### src/logic/audio_pkg.sv
/*
 * shared definitions for the audio codec interface
 *   sample and AXI4-Lite widths
 *   register map and response codes
 *   STATUS and CTRL bit positions
 */
package audio_pkg;

    // one audio word per channel, left and right share a 32-bit register
    localparam int sample_width   = 16;

    localparam int axi_addr_width = 4;
    localparam int axi_data_width = 32;

    // byte addresses of the register block
    typedef enum logic [axi_addr_width-1:0] {
        reg_ctrl    = 4'h0,
        reg_status  = 4'h4,
        reg_rx_data = 4'h8,     // read only, left in 15:0 and right in 31:16
        reg_tx_data = 4'hC      // same packing as the capture register
    } reg_addr_e;

    // STATUS bits
    localparam int st_rx_ready    = 0;
    localparam int st_rx_overflow = 1;  // sticky, write one to clear
    localparam int st_tx_empty    = 2;
    localparam int st_tx_underrun = 3;  // sticky, write one to clear

    // CTRL bits
    localparam int ctrl_enable    = 0;

    typedef enum logic [1:0] {
        resp_okay   = 2'd0,
        resp_slverr = 2'd2
    } axi_resp_e;

endpackage
### src/logic/audio_top.sv
`timescale 1ns/1ps
/*
 * audio codec interface top level
 *   codec line synchronizer
 *   I2S capture and playback port
 *   AXI4-Lite register block
 */
module audio_top import audio_pkg::*; (
    input  logic                      clk,
    input  logic                      arst_n,
    // codec pins
    input  logic                      bclk,
    input  logic                      lrclk,
    input  logic                      adcda,
    output logic                      dacda,
    // AXI4-Lite slave
    input  logic [axi_addr_width-1:0] awaddr,
    input  logic                      awvalid,
    output logic                      awready,
    input  logic [axi_data_width-1:0] wdata,
    input  logic                      wvalid,
    output logic                      wready,
    output logic [1:0]                bresp,
    output logic                      bvalid,
    input  logic                      bready,
    input  logic [axi_addr_width-1:0] araddr,
    input  logic                      arvalid,
    output logic                      arready,
    output logic [axi_data_width-1:0] rdata,
    output logic [1:0]                rresp,
    output logic                      rvalid,
    input  logic                      rready
);

    logic                    bclk_rise;
    logic                    bclk_fall;
    logic                    lrclk_s;
    logic                    adcda_s;
    logic                    enable;
    logic                    rx_valid;
    logic [sample_width-1:0] rx_left;
    logic [sample_width-1:0] rx_right;
    logic                    tx_load;
    logic [sample_width-1:0] tx_left;
    logic [sample_width-1:0] tx_right;

    i2s_sync u_sync (
        .clk       (clk),
        .arst_n    (arst_n),
        .bclk      (bclk),
        .lrclk     (lrclk),
        .adcda     (adcda),
        .bclk_rise (bclk_rise),
        .bclk_fall (bclk_fall),
        .lrclk_s   (lrclk_s),
        .adcda_s   (adcda_s)
    );

    i2s_port u_port (
        .clk       (clk),
        .arst_n    (arst_n),
        .enable    (enable),
        .bclk_rise (bclk_rise),
        .bclk_fall (bclk_fall),
        .lrclk_s   (lrclk_s),
        .adcda_s   (adcda_s),
        .tx_left   (tx_left),
        .tx_right  (tx_right),
        .rx_valid  (rx_valid),
        .rx_left   (rx_left),
        .rx_right  (rx_right),
        .tx_load   (tx_load),
        .dacda     (dacda)
    );

    audio_regs u_regs (
        .clk      (clk),
        .arst_n   (arst_n),
        .awaddr   (awaddr),
        .awvalid  (awvalid),
        .awready  (awready),
        .wdata    (wdata),
        .wvalid   (wvalid),
        .wready   (wready),
        .bresp    (bresp),
        .bvalid   (bvalid),
        .bready   (bready),
        .araddr   (araddr),
        .arvalid  (arvalid),
        .arready  (arready),
        .rdata    (rdata),
        .rresp    (rresp),
        .rvalid   (rvalid),
        .rready   (rready),
        .rx_valid (rx_valid),
        .rx_left  (rx_left),
        .rx_right (rx_right),
        .tx_load  (tx_load),
        .enable   (enable),
        .tx_left  (tx_left),
        .tx_right (tx_right)
    );

endmodule

### src/logic/audio_regs.sv
`timescale 1ns/1ps
/*
 * AXI4-Lite register block for the audio port
 *   CTRL with the enable bit
 *   STATUS with ready, empty and sticky error flags
 *   RX_DATA capture pair and TX_DATA playback pair
 *   SLVERR for unmapped addresses and writes to RX_DATA
 */
module audio_regs import audio_pkg::*; (
    input  logic                      clk,
    input  logic                      arst_n,
    input  logic [axi_addr_width-1:0] awaddr,
    input  logic                      awvalid,
    output logic                      awready,
    input  logic [axi_data_width-1:0] wdata,
    input  logic                      wvalid,
    output logic                      wready,
    output logic [1:0]                bresp,
    output logic                      bvalid,
    input  logic                      bready,
    input  logic [axi_addr_width-1:0] araddr,
    input  logic                      arvalid,
    output logic                      arready,
    output logic [axi_data_width-1:0] rdata,
    output logic [1:0]                rresp,
    output logic                      rvalid,
    input  logic                      rready,
    input  logic                      rx_valid,
    input  logic [sample_width-1:0]   rx_left,
    input  logic [sample_width-1:0]   rx_right,
    input  logic                      tx_load,
    output logic                      enable,
    output logic [sample_width-1:0]   tx_left,
    output logic [sample_width-1:0]   tx_right
);

    logic                      wr_en;
    logic                      rd_en;
    logic                      wr_ctrl;
    logic                      wr_status;
    logic                      wr_tx;
    logic                      rd_rx;
    axi_resp_e                 wr_resp;
    axi_resp_e                 rd_resp;
    logic [axi_data_width-1:0] rd_word;
    logic [axi_data_width-1:0] status_word;
    logic                      rx_ready;
    logic                      rx_overflow;
    logic                      tx_empty;
    logic                      tx_underrun;
    logic [sample_width-1:0]   rx_pair_left;
    logic [sample_width-1:0]   rx_pair_right;

    // address and data are taken together, only with no write response pending
    assign wr_en   = awvalid && wvalid && !bvalid;
    assign awready = wr_en;
    assign wready  = wr_en;

    assign arready = !rvalid;
    assign rd_en   = arvalid && arready;

    // write decode
    always_comb begin
        wr_ctrl   = 1'b0;
        wr_status = 1'b0;
        wr_tx     = 1'b0;
        wr_resp   = resp_okay;
        case (awaddr)
            reg_ctrl:    wr_ctrl   = wr_en;
            reg_status:  wr_status = wr_en;
            reg_tx_data: wr_tx     = wr_en;
            default:     wr_resp   = resp_slverr;   // RX_DATA is read only
        endcase
    end

    always_comb begin
        status_word                 = '0;
        status_word[st_rx_ready]    = rx_ready;
        status_word[st_rx_overflow] = rx_overflow;
        status_word[st_tx_empty]    = tx_empty;
        status_word[st_tx_underrun] = tx_underrun;
    end

    // read decode
    always_comb begin
        rd_rx   = 1'b0;
        rd_word = '0;
        rd_resp = resp_okay;
        case (araddr)
            reg_ctrl:    rd_word[ctrl_enable] = enable;
            reg_status:  rd_word = status_word;
            reg_rx_data: begin
                rd_word = {rx_pair_right, rx_pair_left};
                rd_rx   = rd_en;
            end
            reg_tx_data: rd_word = {tx_right, tx_left};
            default:     rd_resp = resp_slverr;
        endcase
    end

    // response handshakes
    always_ff @(posedge clk or negedge arst_n) begin
        if (!arst_n) begin
            bvalid <= 1'b0;
            rvalid <= 1'b0;
        end else begin
            if (wr_en) begin
                bvalid <= 1'b1;
            end else if (bready) begin
                bvalid <= 1'b0;
            end
            if (rd_en) begin
                rvalid <= 1'b1;
            end else if (rready) begin
                rvalid <= 1'b0;
            end
        end
    end

    always_ff @(posedge clk) begin
        if (wr_en) begin
            bresp <= wr_resp;
        end
        if (rd_en) begin
            rdata <= rd_word;
            rresp <= rd_resp;
        end
    end

    // registers and flags, a new event wins over a clear in the same cycle
    always_ff @(posedge clk or negedge arst_n) begin
        if (!arst_n) begin
            enable        <= 1'b0;
            rx_ready      <= 1'b0;
            rx_overflow   <= 1'b0;
            tx_empty      <= 1'b1;
            tx_underrun   <= 1'b0;
            rx_pair_left  <= '0;
            rx_pair_right <= '0;
            tx_left       <= '0;
            tx_right      <= '0;
        end else begin
            if (wr_ctrl) begin
                enable <= wdata[ctrl_enable];
            end

            if (rx_valid) begin
                rx_ready      <= 1'b1;
                rx_pair_left  <= rx_left;   // a pair never read is replaced
                rx_pair_right <= rx_right;
            end else if (rd_rx) begin
                rx_ready <= 1'b0;
            end
            // a read on the same edge still gets the old pair, so nothing is lost
            if (rx_valid && rx_ready && !rd_rx) begin
                rx_overflow <= 1'b1;
            end else if (wr_status && wdata[st_rx_overflow]) begin
                rx_overflow <= 1'b0;
            end

            if (wr_tx) begin
                tx_empty <= 1'b0;
                tx_left  <= wdata[sample_width-1:0];
                tx_right <= wdata[2*sample_width-1:sample_width];
            end else if (tx_load) begin
                tx_empty <= 1'b1;
            end
            if (tx_load && tx_empty) begin
                tx_underrun <= 1'b1;                // port replays the held pair
            end else if (wr_status && wdata[st_tx_underrun]) begin
                tx_underrun <= 1'b0;
            end
        end
    end

endmodule

### src/logic/i2s_port.sv
`timescale 1ns/1ps
/*
 * I2S port, codec is the clock master
 *   capture deserializer with word select boundary detection
 *   left/right pair output with a valid strobe
 *   playback serializer loading a new pair at each left word
 */
module i2s_port import audio_pkg::*; (
    input  logic                    clk,
    input  logic                    arst_n,
    input  logic                    enable,
    input  logic                    bclk_rise,
    input  logic                    bclk_fall,
    input  logic                    lrclk_s,
    input  logic                    adcda_s,
    input  logic [sample_width-1:0] tx_left,
    input  logic [sample_width-1:0] tx_right,
    output logic                    rx_valid,
    output logic [sample_width-1:0] rx_left,
    output logic [sample_width-1:0] rx_right,
    output logic                    tx_load,
    output logic                    dacda
);

    logic                    lrclk_prev;    // word select seen at the previous bclk rise
    logic                    framed;        // a boundary has passed since enable went high
    logic                    left_seen;     // a complete left word waits for its right word
    logic                    boundary;
    logic [sample_width-1:0] rx_shift;
    logic [sample_width-1:0] rx_word;
    logic [sample_width-1:0] rx_left_hold;
    logic [sample_width-1:0] tx_shift;
    logic [sample_width-1:0] tx_right_hold;

    // in I2S the word select changes one bit before the MSB, so the rise
    // where it differs from the last one samples the LSB of the old word
    assign boundary = enable && bclk_rise && (lrclk_s != lrclk_prev);
    assign rx_word  = {rx_shift[sample_width-2:0], adcda_s};

    // the register block sees the strobe on the edge where the pair is copied
    assign tx_load  = boundary && !lrclk_s;

    always_ff @(posedge clk or negedge arst_n) begin
        if (!arst_n) begin
            lrclk_prev <= 1'b0;
            framed     <= 1'b0;
            left_seen  <= 1'b0;
            rx_valid   <= 1'b0;
            dacda      <= 1'b0;
        end else begin
            rx_valid <= 1'b0;
            if (!enable) begin
                // keep tracking word select so enabling mid-word gives no false boundary
                lrclk_prev <= lrclk_s;
                framed     <= 1'b0;
                left_seen  <= 1'b0;
                dacda      <= 1'b0;
            end else begin
                if (bclk_rise) begin
                    lrclk_prev <= lrclk_s;
                end
                if (boundary) begin
                    framed <= 1'b1;
                    if (!lrclk_prev) begin
                        left_seen <= framed;    // the first word after enable is partial
                    end else begin
                        rx_valid  <= left_seen;
                        left_seen <= 1'b0;
                    end
                end
                if (bclk_fall) begin
                    dacda <= tx_shift[sample_width-1];  // MSB first
                end
            end
        end
    end

    // shift registers and sample holding
    always_ff @(posedge clk) begin
        if (!enable) begin
            rx_shift <= '0;
            tx_shift <= '0;
        end else begin
            if (bclk_rise) begin
                rx_shift <= rx_word;
            end

            if (boundary) begin
                // the finished word belongs to the channel that just ended
                if (!lrclk_prev) begin
                    rx_left_hold <= rx_word;
                end else begin
                    rx_left  <= rx_left_hold;
                    rx_right <= rx_word;
                end

                // load the word for the channel that starts now
                if (!lrclk_s) begin
                    tx_shift      <= tx_left;
                    tx_right_hold <= tx_right;  // right half of the copied pair
                end else begin
                    tx_shift      <= tx_right_hold;
                end
            end else if (bclk_fall) begin
                tx_shift <= {tx_shift[sample_width-2:0], 1'b0};
            end
        end
    end

endmodule

### src/logic/i2s_sync.sv
`timescale 1ns/1ps
/*
 * synchronizer for the codec clock domain
 *   two-flop synchronizers for bclk, lrclk and adcda
 *   registered bclk rise and fall strobes
 *   word select and data delayed to line up with the strobes
 */
module i2s_sync (
    input  logic clk,
    input  logic arst_n,
    input  logic bclk,
    input  logic lrclk,
    input  logic adcda,
    output logic bclk_rise,
    output logic bclk_fall,
    output logic lrclk_s,
    output logic adcda_s
);

    logic [1:0] bclk_sync;      // index 1 is the settled value
    logic [1:0] lrclk_sync;
    logic [1:0] adcda_sync;
    logic       bclk_d;         // settled bclk one cycle later, for edge detection

    // a raw bclk edge shows up on the strobes three clk cycles later.
    // lrclk and adcda get a third stage so they still match the bclk
    // level that produced the strobe
    always_ff @(posedge clk or negedge arst_n) begin
        if (!arst_n) begin
            bclk_sync  <= '0;
            lrclk_sync <= '0;
            adcda_sync <= '0;
            bclk_d     <= 1'b0;
            bclk_rise  <= 1'b0;
            bclk_fall  <= 1'b0;
            lrclk_s    <= 1'b0;
            adcda_s    <= 1'b0;
        end else begin
            bclk_sync  <= {bclk_sync[0], bclk};
            lrclk_sync <= {lrclk_sync[0], lrclk};
            adcda_sync <= {adcda_sync[0], adcda};
            bclk_d     <= bclk_sync[1];
            bclk_rise  <= bclk_sync[1] & ~bclk_d;
            bclk_fall  <= ~bclk_sync[1] & bclk_d;
            lrclk_s    <= lrclk_sync[1];    // third stage, same as the strobes
            adcda_s    <= adcda_sync[1];
        end
    end

endmodule

### config.mk
export PLATFORM = sky130hd
export DESIGN_NAME = audio_top
export DESIGN_NICKNAME = d
export VERILOG_FILES = /design/src/logic/audio_pkg.sv /design/src/logic/audio_top.sv /design/src/logic/audio_regs.sv /design/src/logic/i2s_port.sv /design/src/logic/i2s_sync.sv
export SDC_FILE = /design/constraint.sdc
export NUM_CORES = 1
export LEC_CHECK = 0
export BUFFER_PORTS_ARGS = -buffer_cell sky130_fd_sc_hd__clkbuf_2
export CORE_MARGIN = 4
export CORE_UTILIZATION = 40
export DETAILED_ROUTE_END_ITERATION = 8
export PLACE_DENSITY_LB_ADDON = 0.2
export SYNTH_ARGS = -nofsm -noshare
export SYNTH_HDL_FRONTEND = slang
export SYNTH_SLANG_ARGS = --single-unit
### constraint.sdc
create_clock -name clk -period 2.9 [get_ports clk]
set_input_delay 0.145 -clock clk [delete_from_list [all_inputs] [get_ports clk]]
set_output_delay 0.145 -clock clk [all_outputs]
set_load 0.02 [all_outputs]
==> results of run 1 <==
-- sequential cells by signal, summed over array words and instances, names as in the netlist, 16 cells and up --
register / count
u_regs.rx_pair_left: 16
u_regs.rx_pair_right: 16
u_port.rx_right: 16
u_port.rx_left: 16
u_port.tx_right_hold: 16
u_regs.rdata: 32
u_port.tx_shift: 16
u_port.rx_left_hold: 16
u_regs.tx_right: 16
u_regs.tx_left: 16
-- per-layer routing --
layer	wire length, um	vias to the layer above
met2	8430	71
met4	407	0
met5	0	-
li1	-	2056
met3	732	33
met1	7540	2247
-- report_power, final --
part | internal (mW) | switching (mW) | total (mW) | leakage [nW]
Combinational | 0.272 | 0.246 | 0.518 | 1.63
Sequential | 3.37 | 0.145 | 3.51 | 2.32
Clock | 1.75 | 1.11 | 2.86 | 0.355
-- metrics by stage --
stage,util (%),hold WS [ns]
floorplan,-,-0.151
global placement,44.2,0.204
detailed placement,44.2,0.232
CTS,49.8,0.00861
global route,49.8,0.0480
finish,49.8,0.0431
-- final cells by class --
type / count / share of cell area, %
clock buffer: 32 / 6.15
timing repair buffer: 139 / 9.42
inverter: 3 / 0.112
clock inverter: 8 / 1.11
sequential: 216 / 57.0
multi-input combinational: 237 / 22.8
tap: 270 / 3.35
-- cells in the mapped netlist, drive strengths merged --
cell type,number
mux2,84
nand2,18
nand4,1
nor2b,22
mux2i,49
o21a,1
a22oi,3
o21ai,1
a32o,1
xor2,1
nand3,3
or2,1
edfxtp,98
dfstp,1
dfrtp,86
and3b,1
nand2b,2
inv,3
a21o,3
and4b,2
a22o,29
nand3b,1
o21bai,1
buf,24
nor4b,2
and3,2
conb,1
dfxtp,31
nor2,6
mux4,1
clkbuf,6
-- cell families (layout without fill, tap and decap cells) --
group / Yosys count / count (layout) / synth area share (%)
XOR/XNOR: 1 / 1 / 0.106
AO/OA/AOI/OAI: 39 / 39 / 4.00
flip-flops: 216 / 216 / 69.8
multiplexers: 134 / 134 / 19.0
AND/OR/NAND/NOR: 61 / 61 / 4.62
buffers and inverters: 33 / 182 / 2.42
other: 1 / 2 / 0.0456
-- how the worst max path moves through the flow --
stage                   from                  end  slack, ns  cells past startpoint
6_report       u_regs.bvalid  u_regs.tx_right[11]       0.63                      3
5_1_grt        u_regs.bvalid   u_regs.tx_left[11]       0.50                      3
4_1_cts        u_regs.bvalid  u_regs.tx_right[11]       0.63                      3
3_5_place_dp   u_regs.bvalid    u_regs.tx_left[9]       0.63                      3
3_3_place_gp   u_regs.bvalid   u_regs.tx_left[10]       0.71                      3
2_1_floorplan  u_regs.rvalid   u_regs.rx_overflow       0.25                      3
==> metrics.txt, run 1 <==
most frequent cells in the layout=edfxtp_1 (98), clkbuf_2 (88), dfrtp_1 (86); Max clock buf depth=3; Setup WS pre-CTS=0.630 ns; clk_lat worst skew=0.49 ns; crit path capture type=register; filler cell count=1692; setup TNS=0 ns; vias in the first global route=4786; Peak VDD IR=0.000337 V; GR Layer Usage met1=20.7%; Starting Density=40.7%; Clock Skew=0.00852 ns; R2R Setup Slk=0.63 ns; Synth area leaders=edfxtp_1 (36%), dfrtp_1 (26%), dfxtp_1 (7.5%); worst hold endpoint=u_regs.bresp[1]; total chip power=6.89 mW; Critical Path RT=3.27 ns; DPL Wire Length=11000 um; RSZ-0062 raised after global routing=no; routed len/inst=18.9 um; fin crit period=2.27 ns; fin area=0.0101 mm2; syn_area_per_cell=17.0 um2; Die ar.=0.0229 mm2; number of gates resized after CTS=0; Min-Delay Path Depth=2; Pwr Density=684 mW/mm2; # diodes=0; initial antenna violation count=0; CTS tree=built; slowest stage cell, crit path=nand4_4; max-slew violations=0; synth unique cells=36; dpl cells=825; placed inst area=0.00894 mm2; Cell Rows=52; crit-path max cell delay=0.73 ns; area share of the largest cell type after synthesis=35.8%; final hold viol count=0; Final #Nets=669; layout cells sized above 1=34.5%; non-filler instance count after layout=905; antenna viol nets, final=0; gpl congestion=0.795; status=finished clean; first-pass detailed-route iteration total=4; met2 Use GR=24.7%; CP max FO=33; max_cap viols=0; final setup margin=0.627 ns; total number of vias=4407; Clock Sinks=216; CTS H-tree lvls=1; Mapped Cells=485; # hold bufs at CTS=40; Hold Crit Class=primary input to register; max frequency=440 MHz; min-delay src=awaddr[2]; register area share after synthesis=69.8%; Starting DRT DRC Count=245; r2r startpoint=u_regs.bvalid; io pins=92; die width=151 um; R2R Path End=u_regs.tx_right[11]; DRC Markers=0; global-route wire length before repair=26500 um; commonest non-fill, non-tap cell in the layout=edfxtp_1; static leakage=4.31 nW; area leader, netlist=edfxtp_1; Post-Synthesis Cell Area=0.00823 mm2; gr ovfl total=0; Die Height=151 um; post-CTS setup buffer count=0; Final Setup Violations=0; # port buffers=89; CTS buffer count=22; FF+latch count, synth=216; path depth of the worst reg2reg path=3; Arrival @ worst endpoint=2.64 ns; busiest grt layer=met2; met3 Usage GRT=2.27%; WS Path Type=register to register; Reg clk slew, reported paths=0.06 ns; final critical-path share of the clock period=78.4%; crit path cell chain=and3b_1 -> nand4_4 -> mux2_4; Synth Warn #=0; Worst slew margin=40.6%; register area=0.00574 mm2; Area Overhead vs Synth=22.4%; Clock Tree Root=clkbuf_16; crit-path leading delay family=simple AND/OR/NAND/NOR gates; DR vias/cell=4.87; total core area=0.0202 mm2; crit start category=register; WL final=17100 um; overall fraction of global-route tracks in use=15.1%; crit path buf inv count=0; pin count of the biggest net entering global routing=88; multi-input logic area=0.00230 mm2; worst slew pin tran=0.889 ns
No activity file was read; power rests on OpenSTA's default activity.
==> inputs of run 2 (changes only) <==
clock period = 2.15 ns   (was 2.9 ns; I/O delays follow)
==> metrics.txt, run 2 (synthesis results as in run 1) <==
status=finished clean; layout cells sized above 1=35.4%; gpl congestion=0.784; Net Switching=2.01 mW; Clock Tree Root=clkbuf_16; Peak VDD IR=0.000456 V; Cell Rows=52; global-route wire length before repair=27000 um; setup TNS=0 ns; Max clock buf depth=3; fin area=0.0101 mm2; final hold viol count=0; io pins=92; clk_lat worst skew=0.49 ns; Final Setup Violations=0; filler cell count=1696; most frequent cells in the layout=edfxtp_1 (98), clkbuf_2 (88), dfrtp_1 (86); fin crit period=1.66 ns; RSZ-0062 raised after global routing=no; WL final=16900 um; slowest stage cell, crit path=and3b_1; Starting Density=40.7%; Critical Path RT=2.04 ns; Reg clk slew, reported paths=0.06 ns; static leakage=4.35 nW; CTS tree=built; GR Layer Usage met1=20.3%; Final #Nets=678; combinational fraction of design power=7.9%; crit-path max cell delay=0.43 ns; crit path buf inv count=1; DPL Wire Length=11300 um; Clock Power Share=41.1%; Hold Crit Class=primary input to register; total core area=0.0202 mm2; switch share=21.8%; total number of vias=4469; vias in the first global route=4821; max_cap viols=0; worst slew pin tran=0.561 ns; DR vias/cell=4.89; Pwr Density=913 mW/mm2; placed inst area=0.00899 mm2; die width=151 um; # port buffers=89; routed len/inst=18.5 um; pin count of the biggest net entering global routing=41; Die ar.=0.0229 mm2; busiest grt layer=met2; crit path capture type=output pin; WS Path Type=register to output pin; commonest non-fill, non-tap cell in the layout=edfxtp_1; antenna viol nets, final=0; crit start category=register; crit-path leading delay family=simple AND/OR/NAND/NOR gates; Largest Register=u_regs.rdata; final critical-path share of the clock period=77.2%; first-pass detailed-route iteration total=6; number of flip-flops in the largest register=32; max frequency=603 MHz; Clock Sinks=216; met3 Usage GRT=2.42%; DRC Markers=0; internal power=7.24 mW; post-CTS setup buffer count=0; Arrival @ worst endpoint=1.55 ns; overall fraction of global-route tracks in use=15.2%; crit path cell chain=and3b_1 -> clkbuf_2; Area Overhead vs Synth=23.1%; # diodes=0; Starting DRT DRC Count=231; met2 Use GR=25.7%; CTS H-tree lvls=1; Die Height=151 um; Worst slew margin=62.6%; max-slew violations=0; Clock Skew=0.00780 ns; gr ovfl total=0; initial antenna violation count=0; Sequential Power Share=51.0%; CTS buffer count=23; CP max FO=8
-- run 2: cell types whose count changed in the layout (fill, tap and decap cells not counted), sizes merged --
cell / before / now
clkbuf: 120 / 123
clkinv: 5 / 3
bufinv: 3 / 2
buf: 11 / 18
dlygate4sd3: 40 / 41
clkinvlp: 0 / 1
-- run 2: layout make-up --
| class | count | area (um2) | area share, % |
|---|---|---|---|
| Clock buffer | 35 | 651 | 6.42 |
| Clock inverter | 6 | 81.3 | 0.802 |
| Inverter | 3 | 11.3 | 0.111 |
| Multi-Input combinational cell | 237 | 2300 | 22.7 |
| Sequential cell | 216 | 5740 | 56.7 |
| Tap cell | 270 | 338 | 3.33 |
| Timing Repair Buffer | 147 | 1010 | 9.98 |
-- run 2: path summary, 6_finish.rpt --
kind / start / endpoint / slack (ns) / cells past startpoint
max: u_regs.bvalid / awready / 0.49 / 2
min: arvalid / u_regs.rdata[6] / 0.02 / 2
max reg2reg: u_regs.bvalid / u_regs.tx_right[6] / 0.50 / 4
min reg2reg: u_sync.adcda_sync[1] / u_sync.adcda_s / 0.35 / 0
max in group asynchronous: arst_n / u_port.framed / 1.39 / 3
min in group asynchronous: arst_n / u_regs.rvalid / 0.14 / 2
-- run 2: layer usage --
metal,part of all wire [%],vias to the layer above
met3,3.6,34
met2,50,77
met5,0,-
met1,44,2281
li1,-,2077
met4,2.2,0
-- run 2: per-stage QoR --
stage	util, %	hold WS [ns]	total power [mW]	std cells	setup slack [ns]
after global placement	44.4	0.133	5.46	832	0.580
after global routing	50.1	0.0100	9.59	914	0.399
after detailed placement	44.4	0.144	5.48	832	0.502
after CTS	50.1	0.00727	9.36	914	0.450
final	50.1	0.0187	9.25	914	0.491
after floorplan	-	-0.188	5.18	486	0.0205
-- run 2: power by group through the flow --
stage	Sequential (mW)	Clock (mW)	Combinational, mW
2_1_floorplan	4.78	0	0.396
3_5_place_dp	4.80	0	0.679
3_3_place_gp	4.80	0	0.665
6_report	4.72	3.80	0.727
5_1_grt	4.75	4.06	0.789
4_1_cts	4.72	3.89	0.741
-- run 2: worst register-to-register path: cells and delay by family (launching register included) --
family,cells,cell delay (ns)
and+or+nand+nor,2,0.58
DFF,1,0.38
muxes,1,0.37
buffers and inverters,1,0.21
-- run 2: timing repair --
action / 4_1_cts / 5_1_grt
endpoints found under the hold margin: 79 / 0
resized for setup: 0 / 0
hold buffers: 41 / 0
==> inputs of run 3 (changes only) <==
ABC_AREA = 1   (was unset)
clock period = 1.6 ns   (was 2.15 ns; I/O delays follow)
==> metrics.txt, run 3 <==
Starting Density=41.3%; most frequent cell after synthesis=nand2_1; # diodes=0; non-filler instance count after layout=1202; vias in the first global route=5397; hold slack final=0.0509 ns; most frequent cells in the layout=nand2_1 (205), edfxtp_1 (98), inv_1 (91); area share of the largest cell type after synthesis=36.1%; Commonest cells post-synth=nand2_1 (205), edfxtp_1 (98), inv_1 (93), dfrtp_1 (86); Area Overhead vs Synth=26.5%; Largest Register=u_regs.rdata; total core area=0.0198 mm2; Critical Path RT=1.52 ns; total chip power=12.6 mW; Worst slew margin=60.2%; filler cell count=1776; fin crit period=1.51 ns; gr ovfl total=0; fin area=0.0103 mm2; multi-input logic area=0.00188 mm2; Post-Synthesis Cell Area=0.00816 mm2; Post-synth ARST share=40.3%; R2R Setup Slk=0.13 ns; gpl congestion=0.791; Clock Sinks=216; DPL Wire Length=12500 um; CP max FO=15; Peak VDD IR=0.000716 V; Synth Warn #=0; placed inst area=0.00908 mm2; Mapped Cells=769; dpl cells=1113; syn_area_per_cell=10.6 um2; Reg clk slew, reported paths=0.06 ns; worst slew pin tran=0.597 ns; Max clock buf depth=3; Cell Rows=51; Hold Crit Class=primary input to register; R2R Path End=u_port.tx_right_hold[10]; CTS tree=built; layout cells sized above 1=17.8%; die width=151 um; CTS H-tree lvls=1; static leakage=4.39 nW; WS Path Type=register to output pin; path depth of the worst reg2reg path=5; Worst Setup SP=u_regs.bvalid; Layout Utilization=52.2%; global-route wire length before repair=29600 um; clk_lat worst skew=0.50 ns; Die ar.=0.0228 mm2; overall fraction of global-route tracks in use=16.8%; io pins=92; final critical-path share of the clock period=94.2%; Clock Tree Root=clkbuf_16; EDFF count, synth=98; final hold viol count=0; setup TNS=0 ns; area leader, netlist=edfxtp_1; r2r startpoint=u_regs.enable; total number of vias=5578; pin count of the biggest net entering global routing=66; # port buffers=89; first-pass detailed-route iteration total=5; Synth area leaders=edfxtp_1 (36%), dfrtp_1 (26%), nand2_1 (9.4%); number of flip-flops in the largest register=32; commonest non-fill, non-tap cell in the layout=nand2_1; FF+latch count, synth=216; Final #Nets=969; initial antenna violation count=0; DR vias/cell=4.64; final setup margin=0.0921 ns; status=finished clean; CTS buffer count=24; Pwr Density=1220 mW/mm2; Clock Skew=0.00819 ns; routed len/inst=15.4 um; register area share after synthesis=70.3%; Die Height=151 um; critical path capture point=awready; max_cap viols=0; Synth Flop Type=edfxtp_1; register area=0.00574 mm2; max-slew violations=0; Arrival @ worst endpoint=1.43 ns; RSZ-0062 raised after global routing=no; DRC Markers=0; Final Setup Violations=0; Setup WS pre-CTS=0.136 ns; synth unique cells=29; Starting DRT DRC Count=421; antenna viol nets, final=0; crit path capture type=output pin; WL final=18500 um; crit start category=register; post-CTS setup buffer count=0; max frequency=663 MHz
## run 3: cell types whose count changed in the layout (fill, tap and decap cells not counted), sizes merged, moves of 29 or more
cell | before | now
a21oi | 0 | 31
nand2 | 18 | 206
a22o | 29 | 0
inv | 3 | 96
mux2i | 49 | 1
nand3 | 3 | 56
mux2 | 84 | 0
o21ai | 1 | 55
## run 3: worst min path at each step
| stage | startpoint | end | slack (ns) | depth (start not counted) |
|---|---|---|---|---|
| floorplan | arst_n | u_port.dacda | -0.22 | 0 |
| global placement | arst_n | u_regs.bvalid | 0.08 | 1 |
| detailed placement | arst_n | u_regs.tx_right[1] | 0.07 | 1 |
| CTS | araddr[2] | u_regs.rdata[0] | 0.03 | 4 |
| global route | araddr[2] | u_regs.rdata[0] | 0.08 | 4 |
| finish | araddr[2] | u_regs.rdata[0] | 0.05 | 4 |
## run 3: worst max-delay path, stage by stage, from the launching register on
cell	delay, ns
dfrtp_1	0.42
nor2_4	0.15
buf_6	0.17
clkbuf_2	0.19
## run 3: timing repair
| action | in CTS | in global routing |
|---|---|---|
| cloned | 0 | 0 |
| pin swaps | 0 | 0 |
| hold buffers | 45 | 0 |
| endpoints found under the hold margin | 129 | 0 |
| endpoints found under the setup margin | 2 | 6 |
| gates resized for setup | 2 | 2 |
## run 3: where the power goes
| group | switching [mW] | internal (mW) | total [mW] |
|---|---|---|---|
| registers | 0.174 | 6.10 | 6.27 |
| clock network | 2.08 | 3.27 | 5.35 |
| logic | 0.635 | 0.372 | 1.01 |
| total | 2.89 | 9.74 | 12.6 |
## run 3: cell families (layout without fill, tap and decap cells)
kind of cell / count (synthesis) / in the layout / share of synthesized area [%]
and+or+nand+nor: 298 / 298 / 14.9
DFF: 216 / 216 / 70.3
buffers and inverters: 137 / 304 / 6.91
AOI/OAI and AO/OA: 116 / 116 / 7.69
other: 1 / 2 / 0.0459
muxes: 1 / 1 / 0.123
## run 3: area by class of cell
cell class,count,area share (%)
Tap cell,265,3.21
Clock inverter,4,0.497
Clock buffer,40,7.09
Timing Repair Buffer,163,11.8
Multi-Input combinational cell,417,18.2
Sequential cell,216,55.6
Inverter,97,3.59
## run 3: metal layers
layer	GRT usage [%]	part of all wire [%]
met1	25.7	48
met2	25.4	45
met3	2.90	6.3
met4	3.26	1.4
met5	0	0
